<file path="config.mk">
export PLATFORM = sky130hd
export DESIGN_NAME = hazardUnit
export DESIGN_NICKNAME = d
export VERILOG_FILES = /design/src/hw/rvPipePkg.sv /design/src/hw/hazardUnit.sv
export SDC_FILE = /design/constraint.sdc
export NUM_CORES = 1
export LEC_CHECK = 0
export ABC_CLOCK_PERIOD_IN_PS = 3500
export BUFFER_PORTS_ARGS = -buffer_cell sky130_fd_sc_hd__buf_4
export CORE_AREA = 2 2 39 41
export DETAILED_ROUTE_END_ITERATION = 10
export DIE_AREA = 0 0 41 43
export GPL_TIMING_DRIVEN = 0
export PLACE_DENSITY = 0.6
export SLEW_MARGIN = 20
export SYNTH_ARGS = -nofsm -noshare
export SYNTH_HDL_FRONTEND = slang
export SYNTH_SLANG_ARGS = --single-unit
</file>
<file path="constraint.sdc">
create_clock -name vclk -period 3.5
set_input_delay 0.7 -clock vclk [all_inputs]
set_output_delay 0.7 -clock vclk [all_outputs]
set_load 0.02 [all_outputs]
</file>
<file path="src/hw/rvPipePkg.sv">
package rvPipePkg;

    typedef logic [4:0]  regAddrT;
    typedef logic [31:0] wordT;
    typedef logic [13:0] pcT;                       // Byte address into instruction memory
    typedef logic [6:0]  opcodeT;

    // ##################################################
    // Opcodes
    // ##################################################
    localparam opcodeT opcLui    = 7'b0110111;
    localparam opcodeT opcAuipc  = 7'b0010111;
    localparam opcodeT opcJal    = 7'b1101111;
    localparam opcodeT opcJalr   = 7'b1100111;
    localparam opcodeT opcBranch = 7'b1100011;
    localparam opcodeT opcLoad   = 7'b0000011;
    localparam opcodeT opcStore  = 7'b0100011;
    localparam opcodeT opcAriI   = 7'b0010011;
    localparam opcodeT opcAriR   = 7'b0110011;

    localparam int dramDepth = 256;                 // Words
    typedef logic [$clog2(dramDepth)-1:0] dramAddrT;

    typedef enum logic [3:0] {
        aluAdd,
        aluSub,
        aluAnd,
        aluOr,
        aluXor,
        aluSlt,
        aluSltu,
        aluSll,
        aluSrl,
        aluSra,
        aluPassB                                    // LUI
    } aluOpT;

    typedef struct packed {
        opcodeT     opcode;
        regAddrT    rd;
        regAddrT    rs1;
        regAddrT    rs2;
        wordT       imm;
        aluOpT      aluOp;
        logic       srcAIsPc;
        logic       srcBIsImm;
        logic       regWe;
        logic       isLoad;
        logic       isStore;
        logic       isBranch;
        logic       isJump;                         // JAL and JALR
        logic       isJalr;
        logic [2:0] funct3;                         // Branch condition
    } decodedT;

    typedef struct packed {
        logic    valid;
        pcT      pc;
        decodedT dec;
    } xStageT;

    typedef struct packed {
        logic    valid;
        pcT      pc;
        opcodeT  opcode;
        regAddrT rd;
        logic    regWe;
        logic    isLoad;
        wordT    aluResult;                         // Link value for jumps
    } wStageT;

    typedef struct packed {
        logic    valid;
        pcT      pc;
        regAddrT rd;
        wordT    data;
    } retireT;

endpackage

</file>
<file path="src/hw/hazardUnit.sv">
module hazardUnit (
    input  rvPipePkg::opcodeT  xOpcode,
    input  rvPipePkg::regAddrT xRs1,
    input  rvPipePkg::regAddrT xRs2,
    input  logic               xValid,
    input  rvPipePkg::opcodeT  wOpcode,
    input  rvPipePkg::regAddrT wRd,
    input  logic               wValid,
    input  logic               wRegWe,
    input  logic               diverge,
    output logic               forwardA,
    output logic               forwardB,
    output logic               stall,
    output logic               squash
);
    import rvPipePkg::*;

    logic wLive;
    logic hitA;
    logic hitB;
    logic redirect;

    // W will write a real register this cycle
    assign wLive = wValid && wRegWe && (wRd != '0);
    assign hitA  = wLive && (wRd == xRs1);
    assign hitB  = wLive && (wRd == xRs2);

    // ##################################################
    // Data hazards from W
    // ##################################################
    always_comb begin
        forwardA = 1'b0;
        forwardB = 1'b0;
        stall    = 1'b0;
        case (wOpcode)
            opcLoad: begin
                stall = xValid && (hitA || hitB);   // RAM data too late to forward
            end
            default: begin
                forwardA = hitA;
                forwardB = hitB;
            end
        endcase
    end

    // ##################################################
    // Control flow in X
    // ##################################################
    always_comb begin
        case (xOpcode)
            opcJal, opcJalr: begin
                redirect = 1'b1;
            end
            opcBranch: begin
                redirect = diverge;
            end
            default: begin
                redirect = 1'b0;
            end
        endcase
    end

    // A stalled X has stale operands, so its outcome is not final yet
    assign squash = xValid && redirect && !stall;

endmodule

</file>
==> results_dict.tcl <==
set metrics [dict create \
    status "complete, no violations" \
    cts-resized-gates 0 \
    drv_slew 0 \
    io_buffers 37 \
    fillerInstances 157 \
    cp_max_fo 3 \
    design.seq.count 0 \
    path_cells "buf_4, or3_1, o311a_1, nand4_2, a21oi_2, nor4_2, buf_4" \
    endpoint_kind "output port" \
    viasPerCell 4.15 \
    ir_drop_mv 0.0296 \
    dr.pass1.iters 3 \
    die_y_um 43 \
    ys_types 16 \
    critPathBufInv 2 \
    min_period_ns 2.79 \
    drc_errors 0 \
    yosys_warnings 0 \
    ant_nets 0 \
    grt_util_all_layers 0.0839 \
    grt_max_degree 4 \
    antenna_found_initial 0 \
    cpMostUsedCell "buf_4" \
    hp-class "in -> out" \
    arrival_ns 2.09 \
    critPathRequiredTime_ns 2.80 \
    regArea_um2 0 \
    rsz0062_at_grt "no" \
    antennaDiodeCount 0 \
    top_usage_layer "met2" \
    max_stage_delay_ns 0.37 \
    cpLargestDelayFamily "simple AND/OR/NAND/NOR gates" \
    cellLeakagePower_uw 0.000259 \
    worst_pin_slew_ns 0.447 \
    die_area_um2 1760 \
    final_cell_mix "buf_4 (37), xor2_1 (6), xnor2_1 (4), nor2_1 (3)" \
    clock.fmax_mhz 359 \
    post_synth_inst_count 29 \
    max_cap_viol_count 0 \
    first_global_vias 314 \
    cts_hold_buf 0 \
    multi_input_area_um2 216 \
    fp.dieW_um 41 \
    path_class "in -> out" \
    start_kind "primary input" \
    critPathSlowestCell "or3_1" \
    finalNetCount 101 \
    drt_iter0_drc 5 \
    period_share 0.797 \
    setup_violations 0 \
    grt_pass1_wl_mm 1.12 \
    place_hpwl_um 708 \
    post_cts_buffers 0 \
    slew_headroom 0.699 \
    totalNegativeSetupSlack_ns 0 \
    syn_nets 62 \
    hold_viol 0 \
    num_vias 340 \
    utilization 0.374 \
    avgSynthCellArea_um2 7.59 \
    met2_usage 0.169 \
    areaGrowthSynthToFinish_pct 135 \
    wl_um 766 \
    gp_congestion 0.647 \
    layout_commonest_cell "buf_4" \
    io_pins 37 \
    layout-drive-gt1-share 0.636 \
    p_per_area_nw_per_um2 95.3 \
    start_util 0.159 \
    use_met3 0.00524 \
    use_met1 0.0918 \
    synth_area_um2 220 \
    row_count 14 \
    clockBufferCount 0 \
    wl_per_cell_um 9.34 \
    seq_area_frac_synth 0 \
    coreArea_um2 1380 \
    grt_overflow 0 \
]
-- power by group --
part	internal, µW	switching, µW
combinational	32.8	16.6
clock	0	0
sequential	0	0
-- logic make-up after synthesis --
family | after synthesis | share of synthesized area
buffers and inverters | 1 | 0.0170
AOI/OAI and AO/OA | 4 | 0.153
and+or+nand+nor | 14 | 0.432
xor gates and xnor gates | 10 | 0.398
-- path summary, 6_finish.rpt --
path	startpoint	endpoint	slack, ns	cells after the start
max	wRd[0]	squash	0.71	7
min	xValid	stall	1.76	4
-- final cells by class --
cell class         instances  area share
multi-input cells         28       0.418
inverters                  1     0.00725
well taps                 16      0.0386
repair buffers            37       0.536
-- synth_stat cells, drive strengths merged --
library cell  n  area share
nand4b        1       0.040
a21oi         2       0.062
a21bo         1       0.045
nand2         2       0.034
nor3          2       0.045
o311a         1       0.045
nand3         2       0.091
or3           1       0.028
xnor2         4        0.16
nand4         1       0.057
xor2          6        0.24
nor4          2       0.085
inv           1       0.017
nor2          3       0.051
-- layer usage --
layer | up-vias | routed length [µm]
met3 | 0 | 124
met5 | - | 0
met4 | 0 | 0
met2 | 22 | 362
met1 | 138 | 280
li1 | 180 | -
-- per-stage QoR --
stage	std cells	hold slack, ns	cell area [µm²]	worst slack [ns]	power, µW
floorplan	29	1.51	220	0.741	16.2
global placement	82	1.76	518	0.703	49.4
detailed placement	82	1.76	518	0.695	49.9
CTS	82	1.76	518	0.693	50.0
global route	82	1.78	518	0.601	54.2
finish	82	1.76	518	0.712	49.4
Note: power is estimated with default switching activity, not from simulation.
