$ cat config.mk
export PLATFORM = sky130hd
export DESIGN_NAME = aluUnit
export DESIGN_NICKNAME = d
export VERILOG_FILES = /design/src/hw/rvPipePkg.sv /design/src/hw/aluUnit.sv
export SDC_FILE = /design/constraint.sdc
export NUM_CORES = 1
export LEC_CHECK = 0
export CORE_ASPECT_RATIO = 1.75
export CORE_MARGIN = 2
export CORE_UTILIZATION = 55
export DETAILED_ROUTE_END_ITERATION = 8
export DONT_BUFFER_PORTS = 1
export GPL_ROUTABILITY_DRIVEN = 0
export PLACE_DENSITY_LB_ADDON = 0.05
export SLEW_MARGIN = 30
export SYNTH_ARGS = -nofsm -noshare
export SYNTH_HDL_FRONTEND = slang
export SYNTH_SLANG_ARGS = --single-unit
$ cat constraint.sdc
create_clock -name vclk -period 7.38
set_input_delay 1.107 -clock vclk [all_inputs]
set_output_delay 1.107 -clock vclk [all_outputs]
set_load 0.03 [all_outputs]
$ cat src/hw/rvPipePkg.sv
package rvPipePkg;

    typedef logic [4:0]  regAddrT;
    typedef logic [31:0] wordT;
    typedef logic [13:0] pcT;                       // Byte address into instruction memory
    typedef logic [6:0]  opcodeT;

    // ##################################################
    // Opcodes
    // ##################################################
    localparam opcodeT opcLui    = 7'b0110111;
    localparam opcodeT opcAuipc  = 7'b0010111;
    localparam opcodeT opcJal    = 7'b1101111;
    localparam opcodeT opcJalr   = 7'b1100111;
    localparam opcodeT opcBranch = 7'b1100011;
    localparam opcodeT opcLoad   = 7'b0000011;
    localparam opcodeT opcStore  = 7'b0100011;
    localparam opcodeT opcAriI   = 7'b0010011;
    localparam opcodeT opcAriR   = 7'b0110011;

    localparam int dramDepth = 256;                 // Words
    typedef logic [$clog2(dramDepth)-1:0] dramAddrT;

    typedef enum logic [3:0] {
        aluAdd,
        aluSub,
        aluAnd,
        aluOr,
        aluXor,
        aluSlt,
        aluSltu,
        aluSll,
        aluSrl,
        aluSra,
        aluPassB                                    // LUI
    } aluOpT;

    typedef struct packed {
        opcodeT     opcode;
        regAddrT    rd;
        regAddrT    rs1;
        regAddrT    rs2;
        wordT       imm;
        aluOpT      aluOp;
        logic       srcAIsPc;
        logic       srcBIsImm;
        logic       regWe;
        logic       isLoad;
        logic       isStore;
        logic       isBranch;
        logic       isJump;                         // JAL and JALR
        logic       isJalr;
        logic [2:0] funct3;                         // Branch condition
    } decodedT;

    typedef struct packed {
        logic    valid;
        pcT      pc;
        decodedT dec;
    } xStageT;

    typedef struct packed {
        logic    valid;
        pcT      pc;
        opcodeT  opcode;
        regAddrT rd;
        logic    regWe;
        logic    isLoad;
        wordT    aluResult;                         // Link value for jumps
    } wStageT;

    typedef struct packed {
        logic    valid;
        pcT      pc;
        regAddrT rd;
        wordT    data;
    } retireT;

endpackage

$ cat src/hw/aluUnit.sv
module aluUnit (
    input  rvPipePkg::aluOpT aluOp,
    input  rvPipePkg::wordT  a,
    input  rvPipePkg::wordT  b,
    input  logic [2:0]       funct3,
    input  rvPipePkg::wordT  rs1Val,
    input  rvPipePkg::wordT  rs2Val,
    output rvPipePkg::wordT  result,
    output logic             diverge
);
    import rvPipePkg::*;

    logic [4:0] shamt;
    logic       isEq;
    logic       isLt;
    logic       isLtu;

    assign shamt = b[4:0];

    always_comb begin
        case (aluOp)
            aluAdd:   result = a + b;
            aluSub:   result = a - b;
            aluAnd:   result = a & b;
            aluOr:    result = a | b;
            aluXor:   result = a ^ b;
            aluSlt:   result = wordT'($signed(a) < $signed(b));
            aluSltu:  result = wordT'(a < b);
            aluSll:   result = a << shamt;
            aluSrl:   result = a >> shamt;
            aluSra:   result = wordT'($signed(a) >>> shamt);
            aluPassB: result = b;
            default:  result = '0;
        endcase
    end

    // Branch compare on the register operands, independent of the adder
    assign isEq  = (rs1Val == rs2Val);
    assign isLt  = ($signed(rs1Val) < $signed(rs2Val));
    assign isLtu = (rs1Val < rs2Val);

    always_comb begin
        case (funct3)
            3'b000:  diverge = isEq;                // BEQ
            3'b001:  diverge = !isEq;
            3'b100:  diverge = isLt;
            3'b101:  diverge = !isLt;
            3'b110:  diverge = isLtu;
            3'b111:  diverge = !isLtu;              // BGEU
            default: diverge = 1'b0;
        endcase
    end

endmodule

==> run_results.csv <==
group,metric,value,unit
finish,seq_cell_count,0,
sta,drv_slew,0,
detailed_routing,via_count,11300,
sta,worstMarginPinSlew,0.983,ns
floorplan,pin_count,168,
sta,layout_min_cycle_time,5.59,ns
worst_setup_path,path_cells,"inv_1, buf_4, ha_1, nor3b_1, o31ai_1, a211oi_1, nor2_1, nand4_1, a31oi_1, a41oi_1, o2bb2ai_1",
floorplan,core,17400,um2
finish,drive_gt1_frac,0.0712,
job,cap_viol_max_count,0,
global_route,grt_max_degree,76,
clock_network,ctsHoldBuffers,0,
detailed_routing,firstDrtPassIters,8,
sta,clock.fmax,179,MHz
status,status,"finished, final reports clean",
logic_synthesis,syn_inst,1397,
clock_network,postCtsSetupRepairBufs,0,
sta,setup_violations,0,
logic_synthesis,synth.area.top_cells,"ha_1, mux4_2, a21oi_1",
sta,relSlewSlack,0.338,
finish,layout-area-overhead-vs-synth,-0.645,%
global_route,grt_usage,0.408,
sta,rsz0062_at_grt,"false",
global_route,grt_pass1_vias,11000,
finish,fin_nets,1574,
floorplan,die_h,180,um
floorplan,initial_core_util,0.558,
floorplan,fp-row-count,64,
worst_setup_path,crit_slowest_cell,"o2bb2ai_1",
worst_setup_path,worst_path_largest_cell_delay,0.64,ns
detailed_routing,antenna_left,0,
sta,fin_crit_sh,0.758,
logic_synthesis,yosysMostFrequentCell,"nor2_1",
finish,n_clock_buffer,0,
logic_synthesis,syn_area,9690,um2
logic_synthesis,synthTopCellsByCount,"nor2_1, inv_1, ha_1",
global_route,antenna_found_initial,2,
worst_setup_path,criticalPathCategory,"in -> out",
logic_synthesis,post_synth.cell_area_avg,6.94,um2
finish,seqCellArea,0,um2
global_route,gr-total-overflow,0,
placed_design,dp_hpwl,31.2,mm
worst_setup_path,critPathRequiredTime,6.27,ns
worst_setup_path,cp_data_arrival_time,4.49,ns
logic_synthesis,synth_top_area_share,0.167,
placed_design,port_buffers,0,
detailed_routing,viasPerCell,7.37,
worst_setup_path,worstSetupStartpointType,"input port",
detailed_routing,drt-total-wl,40.2,mm
global_route,grt_pass1_wl,60.8,mm
worst_setup_path,cp_max_fo,75,
detailed_routing,drtIter0Drc,1095,
logic_synthesis,synth_seq_area_share,0,
sta,hold_violations,0,
worst_setup_path,end_kind,"primary output",
logic_synthesis,synthDistinctLibCells,84,
logic_synthesis,ys_warn_count,0,
logic_synthesis,synth_fp_nets,1663,
sta,fin_tns_setup,0,ns
detailed_routing,avgRoutedWirePerCell,26.2,um
logic_synthesis,synth_top_area_cell,"ha_1",
worst_hold_path,hold_path.class,"in -> out",
floorplan,dieArea,18700,um2
clock_network,cts_resized,0,
floorplan,die-width,104,um
detailed_routing,drc,0,
## metrics by stage
| stage | util | setup WS, ns | cells | hold WS, ns | instance area, um2 |
|---|---|---|---|---|---|
| 2_1_floorplan | - | 2.19 | 1397 | 2.52 | 9690 |
| 3_3_place_gp | 0.554 | 1.94 | 1537 | 2.50 | 9620 |
| 3_5_place_dp | 0.554 | 1.94 | 1537 | 2.48 | 9630 |
| 4_1_cts | 0.554 | 1.91 | 1537 | 2.48 | 9630 |
| 5_1_grt | 0.554 | 1.66 | 1537 | 2.51 | 9630 |
| 6_report | 0.554 | 1.79 | 1538 | 2.51 | 9630 |
## final timing paths
kind | from | to | slack, ns | cells after the start
max | b[3] | result[29] | 1.79 | 11
min | b[4] | result[5] | 2.51 | 1
## worst max-delay path: cells and delay by family
family          cells  cell delay, ns
buf+inv             2            0.27
fa+ha+maj           1            0.51
simple gates        3            0.99
compound gates      5            1.59
## final cells by class
type	count	area [um2]
antenna	1	2.50
fill	1817	7750
inverter	141	529
multi-input combinational	1156	8740
tap	231	289
timing repair buffer	9	67.6
## kinds of logic (layout without fill, tap and decap cells)
kind of cell	count (synthesis)	after routing	synth area share
multiplexers	104	104	0.169
AO/OA/AOI/OAI	497	497	0.347
other	0	1	0
buffers and inverters	241	150	0.100
XOR/XNOR	19	19	0.0186
adder cells (fa/ha/maj)	131	131	0.171
AND/OR/NAND/NOR	405	405	0.194
## routing by layer
layer	up-vias	share of wire	GRT usage	routed length [um]
li1	5024	-	-	-
met1	5266	0.32	0.418	13000
met2	788	0.48	0.711	19300
met3	257	0.093	0.0823	3760
met4	2	0.10	0.325	4100
met5	-	0.00030	0	12
## layout by cell type, fill, tap and decap left out, types with 15 or more instances in the layout
cell | netlist | layout
o2111ai_1 | 16 | 16
nand3_1 | 26 | 26
a31oi_1 | 15 | 15
o21ai_0 | 95 | 93
nor2_1 | 145 | 144
nor2b_1 | 17 | 17
nand2_1 | 96 | 96
a21o_1 | 20 | 20
inv_1 | 138 | 138
nor3_1 | 34 | 31
xnor2_1 | 18 | 18
or3_1 | 17 | 17
a211oi_1 | 20 | 20
mux2i_1 | 42 | 42
o21ai_1 | 18 | 20
a22oi_1 | 22 | 22
nand4_1 | 17 | 17
ha_1 | 129 | 129
mux4_2 | 46 | 46
o211ai_1 | 31 | 31
a21oi_1 | 115 | 115
