[config.mk]
export PLATFORM = sky130hd
export DESIGN_NAME = instDecoder
export DESIGN_NICKNAME = d
export VERILOG_FILES = /design/src/hw/rvPipePkg.sv /design/src/hw/instDecoder.sv
export SDC_FILE = /design/constraint.sdc
export NUM_CORES = 1
export LEC_CHECK = 0
export BUFFER_PORTS_ARGS = -buffer_cell sky130_fd_sc_hd__buf_2
export CORE_MARGIN = 5
export CORE_UTILIZATION = 33
export DETAILED_ROUTE_END_ITERATION = 10
export GPL_ROUTABILITY_DRIVEN = 0
export PLACE_DENSITY = 0.87
export SLEW_MARGIN = 40
export SYNTH_ARGS = -nofsm -noshare
export SYNTH_HDL_FRONTEND = slang
export SYNTH_SLANG_ARGS = --single-unit
export TNS_END_PERCENT = 100
[constraint.sdc]
create_clock -name vclk -period 1.3
set_input_delay 0.195 -clock vclk [all_inputs]
set_output_delay 0.195 -clock vclk [all_outputs]
set_load 0.02 [all_outputs]
[src/hw/rvPipePkg.sv]
package rvPipePkg;

    typedef logic [4:0]  regAddrT;
    typedef logic [31:0] wordT;
    typedef logic [13:0] pcT;                       // Byte address into instruction memory
    typedef logic [6:0]  opcodeT;

    // ##################################################
    // Opcodes
    // ##################################################
    localparam opcodeT opcLui    = 7'b0110111;
    localparam opcodeT opcAuipc  = 7'b0010111;
    localparam opcodeT opcJal    = 7'b1101111;
    localparam opcodeT opcJalr   = 7'b1100111;
    localparam opcodeT opcBranch = 7'b1100011;
    localparam opcodeT opcLoad   = 7'b0000011;
    localparam opcodeT opcStore  = 7'b0100011;
    localparam opcodeT opcAriI   = 7'b0010011;
    localparam opcodeT opcAriR   = 7'b0110011;

    localparam int dramDepth = 256;                 // Words
    typedef logic [$clog2(dramDepth)-1:0] dramAddrT;

    typedef enum logic [3:0] {
        aluAdd,
        aluSub,
        aluAnd,
        aluOr,
        aluXor,
        aluSlt,
        aluSltu,
        aluSll,
        aluSrl,
        aluSra,
        aluPassB                                    // LUI
    } aluOpT;

    typedef struct packed {
        opcodeT     opcode;
        regAddrT    rd;
        regAddrT    rs1;
        regAddrT    rs2;
        wordT       imm;
        aluOpT      aluOp;
        logic       srcAIsPc;
        logic       srcBIsImm;
        logic       regWe;
        logic       isLoad;
        logic       isStore;
        logic       isBranch;
        logic       isJump;                         // JAL and JALR
        logic       isJalr;
        logic [2:0] funct3;                         // Branch condition
    } decodedT;

    typedef struct packed {
        logic    valid;
        pcT      pc;
        decodedT dec;
    } xStageT;

    typedef struct packed {
        logic    valid;
        pcT      pc;
        opcodeT  opcode;
        regAddrT rd;
        logic    regWe;
        logic    isLoad;
        wordT    aluResult;                         // Link value for jumps
    } wStageT;

    typedef struct packed {
        logic    valid;
        pcT      pc;
        regAddrT rd;
        wordT    data;
    } retireT;

endpackage

[src/hw/instDecoder.sv]
module instDecoder (
    input  rvPipePkg::wordT    instr,
    output rvPipePkg::decodedT dec
);
    import rvPipePkg::*;

    opcodeT     opcode;
    logic [2:0] funct3;
    wordT       immI;
    wordT       immS;
    wordT       immB;
    wordT       immU;
    wordT       immJ;

    function automatic aluOpT aluFromFunct(input logic [2:0] f3, input logic alt);
        aluOpT op;
        case (f3)
            3'b000:  op = alt ? aluSub : aluAdd;
            3'b001:  op = aluSll;
            3'b010:  op = aluSlt;
            3'b011:  op = aluSltu;
            3'b100:  op = aluXor;
            3'b101:  op = alt ? aluSra : aluSrl;
            3'b110:  op = aluOr;
            default: op = aluAnd;
        endcase
        return op;
    endfunction

    assign opcode = instr[6:0];
    assign funct3 = instr[14:12];

    assign immI = {{20{instr[31]}}, instr[31:20]};
    assign immS = {{20{instr[31]}}, instr[31:25], instr[11:7]};
    assign immB = {{19{instr[31]}}, instr[31], instr[7], instr[30:25], instr[11:8], 1'b0};
    assign immU = {instr[31:12], 12'b0};
    assign immJ = {{11{instr[31]}}, instr[31], instr[19:12], instr[20], instr[30:21], 1'b0};

    // Unused register fields stay zero so they never match in hazard checks
    always_comb begin
        dec           = '0;
        dec.opcode    = opcode;
        dec.funct3    = funct3;
        dec.srcBIsImm = (opcode != opcAriR);
        case (opcode)
            opcLui: begin
                dec.rd    = instr[11:7];
                dec.imm   = immU;
                dec.aluOp = aluPassB;
                dec.regWe = 1'b1;
            end
            opcAuipc, opcJal: begin
                dec.rd       = instr[11:7];
                dec.imm      = (opcode == opcJal) ? immJ : immU;
                dec.srcAIsPc = 1'b1;
                dec.regWe    = 1'b1;
                dec.isJump   = (opcode == opcJal);
            end
            opcJalr, opcLoad: begin
                dec.rd     = instr[11:7];
                dec.rs1    = instr[19:15];
                dec.imm    = immI;
                dec.regWe  = 1'b1;
                dec.isJump = (opcode == opcJalr);
                dec.isJalr = (opcode == opcJalr);
                dec.isLoad = (opcode == opcLoad);   // Any width treated as a word
            end
            opcBranch, opcStore: begin
                dec.rs1      = instr[19:15];
                dec.rs2      = instr[24:20];
                dec.imm      = (opcode == opcBranch) ? immB : immS;
                dec.srcAIsPc = (opcode == opcBranch); // ALU forms the branch target
                dec.isBranch = (opcode == opcBranch);
                dec.isStore  = (opcode == opcStore);
            end
            opcAriI: begin
                dec.rd    = instr[11:7];
                dec.rs1   = instr[19:15];
                dec.imm   = immI;
                dec.aluOp = aluFromFunct(funct3, (funct3 == 3'b101) && instr[30]);
                dec.regWe = 1'b1;
            end
            opcAriR: begin
                dec.rd    = instr[11:7];
                dec.rs1   = instr[19:15];
                dec.rs2   = instr[24:20];
                dec.aluOp = aluFromFunct(funct3, instr[30]);
                dec.regWe = 1'b1;
            end
            default: begin
                dec.srcBIsImm = 1'b0;                // Unsupported opcode runs as a no-op
            end
        endcase
    end

endmodule

==> metrics.md <==
| Metric | Value |
|---|---|
| Run status | complete, but fails checks |
| Failing checks | negative setup slack |
| Slew @ Worst Pin | 0.372 ns |
| Relative slew slack | 0.752 |
| Largest net degree at the start of global routing | 12 |
| Hold Crit Depth | 2 |
| Crit path largest cell delay | 0.56 ns |
| DR pass1 iterations | 4 |
| Min-Delay Endpoint | dec[66] |
| Pwr per Cell Area | 240 nW/um2 |
| Register area | 0 um2 |
| Seq/Total Area, Yosys | 0 |
| Tmin final | 1.63 ns |
| Area Overhead vs Synth | 171% |
| GRT Total Usage | 0.234 |
| Fmax | 0.612 GHz |
| Synth unique cells | 44 |
| First-pass GRT wire length | 8070 um |
| Design area | 2580 um2 |
| VDD IR max | 0.264 mV |
| Syn Inst Count | 144 |
| Layout cells sized above 1 | 0.811 |
| Pleak | 1.37 nW |
| Final setup fails | 56 |
| RSZ-0062 raised after global routing | yes |
| Critical path arrival | 1.44 ns |
| Fin. max-slew vios | 0 |
| Min-delay src | instr[4] |
| Final ANT Viol Nets | 0 |
| Antenna Cells | 0 |
| CP required | 1.11 ns |
| Critical Path Start Type | primary input |
| Mean Syn Cell Area | 6.61 um2 |
| Placed Area | 1770 um2 |
| Power Total | 0.621 mW |
| DRT iter0 DRCs | 121 |
| Rows | 19 |
| Final wirelength | 6220 um |
| Final core occ | 0.936 |
| Post-route clock period utilization | 1.26 |
| DRC | 0 |
| Via count | 1809 |
| Worst setup EP type | primary output |
| GR Overflow Total | 0 |
| Number of global-route vias before repair | 1676 |
| Critical Path Slowest Stage Cell | or4_4 |
| Final Hold Vio Count | 0 |
| WS Path Type | in2out |
| Initial Util | 0.345 |
| Setup ws final | -0.334 ns |
| Worst path cell trace | buf_8, or4_4, a21oi_4, a22o_4, buf_6 |
| Die area | 4060 um2 |
| IO Port Bufs | 101 |
| Initial antenna violation count | 0 |
| Post-DR wirelength/cell | 20.7 um |
| Ports | 101 |
| Critical-path maximum fanout | 5 |
| Most frequent cells in the layout | buf_6 (68), buf_2 (39), buf_4 (35) |
| Synthesized cell area | 952 um2 |
| Finished Layout Cells | 301 |
| Placed cells | 288 |
| Hold_buf cts | 0 |
| Fillers | 95 |
| Vias per Instance | 6.01 |
| HPWL after detailed placement | 3340 um |
| HP Class | in2out |
| Seq_cells | 0 |
| Core Region | 2760 um2 |
| Final Net Count | 304 |
| Max Cap Viol | 0 |
| Syn Nets | 176 |
| YS warnings | 0 |
| Commonest non-fill, non-tap cell in the layout | buf_6 |
| Die Wd | 63.7 um |
| Die Ht | 63.7 um |
| Number of clock buffers in the layout | 0 |
-- where the power goes --
part / internal (mW) / switching, mW
combinational: 0.295 / 0.325
clock: 0 / 0
sequential: 0 / 0
total: 0.295 / 0.325
-- per-layer routing --
layer	vias up	global-route usage	wire length [um]
met5	-	0	0
met4	0	0.0416	381
met3	32	0.0639	570
met2	136	0.445	3040
met1	854	0.258	2230
li1	787	-	-
-- cells in the mapped netlist (all sizes together) --
cell / n / area, um2
and4bb: 1 / 12.5
and3b: 1 / 8.76
and4b: 1 / 10.0
and3: 3 / 18.8
nand4: 12 / 75.1
a221oi: 1 / 8.76
a211oi: 2 / 27.5
nor4: 1 / 6.26
xor2: 1 / 8.76
o21ba: 1 / 10.0
a22o: 4 / 35.0
nand4b: 2 / 17.5
nand3b: 2 / 15.0
or4: 1 / 11.3
o21ai: 2 / 10.0
o2111a: 1 / 11.3
and2: 21 / 131
nand3: 13 / 65.1
nor3: 2 / 10.0
nand2b: 1 / 6.26
o211ai: 1 / 7.51
mux2i: 1 / 10.0
nand2: 7 / 26.3
a21oi: 6 / 41.3
a2bb2o: 1 / 10.0
or2: 1 / 6.26
or3b: 1 / 8.76
a21o: 8 / 60.1
clkbuf: 3 / 11.3
a32o: 1 / 10.0
nor2b: 5 / 31.3
inv: 1 / 3.75
o31ai: 3 / 22.5
nand4bb: 1 / 11.3
o21a: 1 / 7.51
nor2: 8 / 30.0
o32ai: 2 / 25.0
buf: 20 / 130
-- how the worst max path moves through the flow --
stage | from | end | slack (ns)
6_report | instr[2] | dec[19] | -0.33
5_1_grt | instr[2] | dec[19] | -0.35
4_1_cts | instr[2] | dec[17] | -0.28
3_5_place_dp | instr[5] | dec[17] | -0.34
3_3_place_gp | instr[5] | dec[17] | -0.31
2_1_floorplan | instr[2] | dec[15] | -0.15
-- worst max-delay path: cells and delay by family --
kind                   cells  cell delay, ns
buffers and inverters      2            0.22
AO/OA/AOI/OAI              2            0.47
AND/OR/NAND/NOR            1            0.56
-- timing repair --
action / 4_1_cts / 5_1_grt
pin swaps: 51 / 19
gates cloned: 1 / 2
setup buffers: 4 / 6
resized for setup: 171 / 26
endpoints found under the setup margin: 58 / 58
-- final cells by class --
class,instances,area (um2),share of cell area
inverters,1,3.75,0.00145
well taps,31,38.8,0.0150
multi-input cells,121,1220,0.473
repair buffers,148,1320,0.511
-- cells by family (layout without fill, tap and decap cells) --
logic type,Yosys count,in the layout,synth area share
AND/OR/NAND/NOR,84,85,0.527
AO/OA/AOI/OAI,34,34,0.301
buffers and inverters,24,149,0.152
XOR/XNOR,1,1,0.00920
multiplexers,1,1,0.0105
-- through the flow --
| step | setup WS, ns | setup TNS, ns | hold slack, ns |
|---|---|---|---|
| floorplan | -0.148 | -2.66 | 0.493 |
| global placement | -0.308 | -13.14 | 0.684 |
| detailed placement | -0.340 | -14.53 | 0.687 |
| CTS | -0.277 | -8.76 | 0.636 |
| global route | -0.346 | -12.27 | 0.656 |
| finish | -0.334 | -10.79 | 0.647 |
Note: power is estimated with default switching activity, not from simulation.
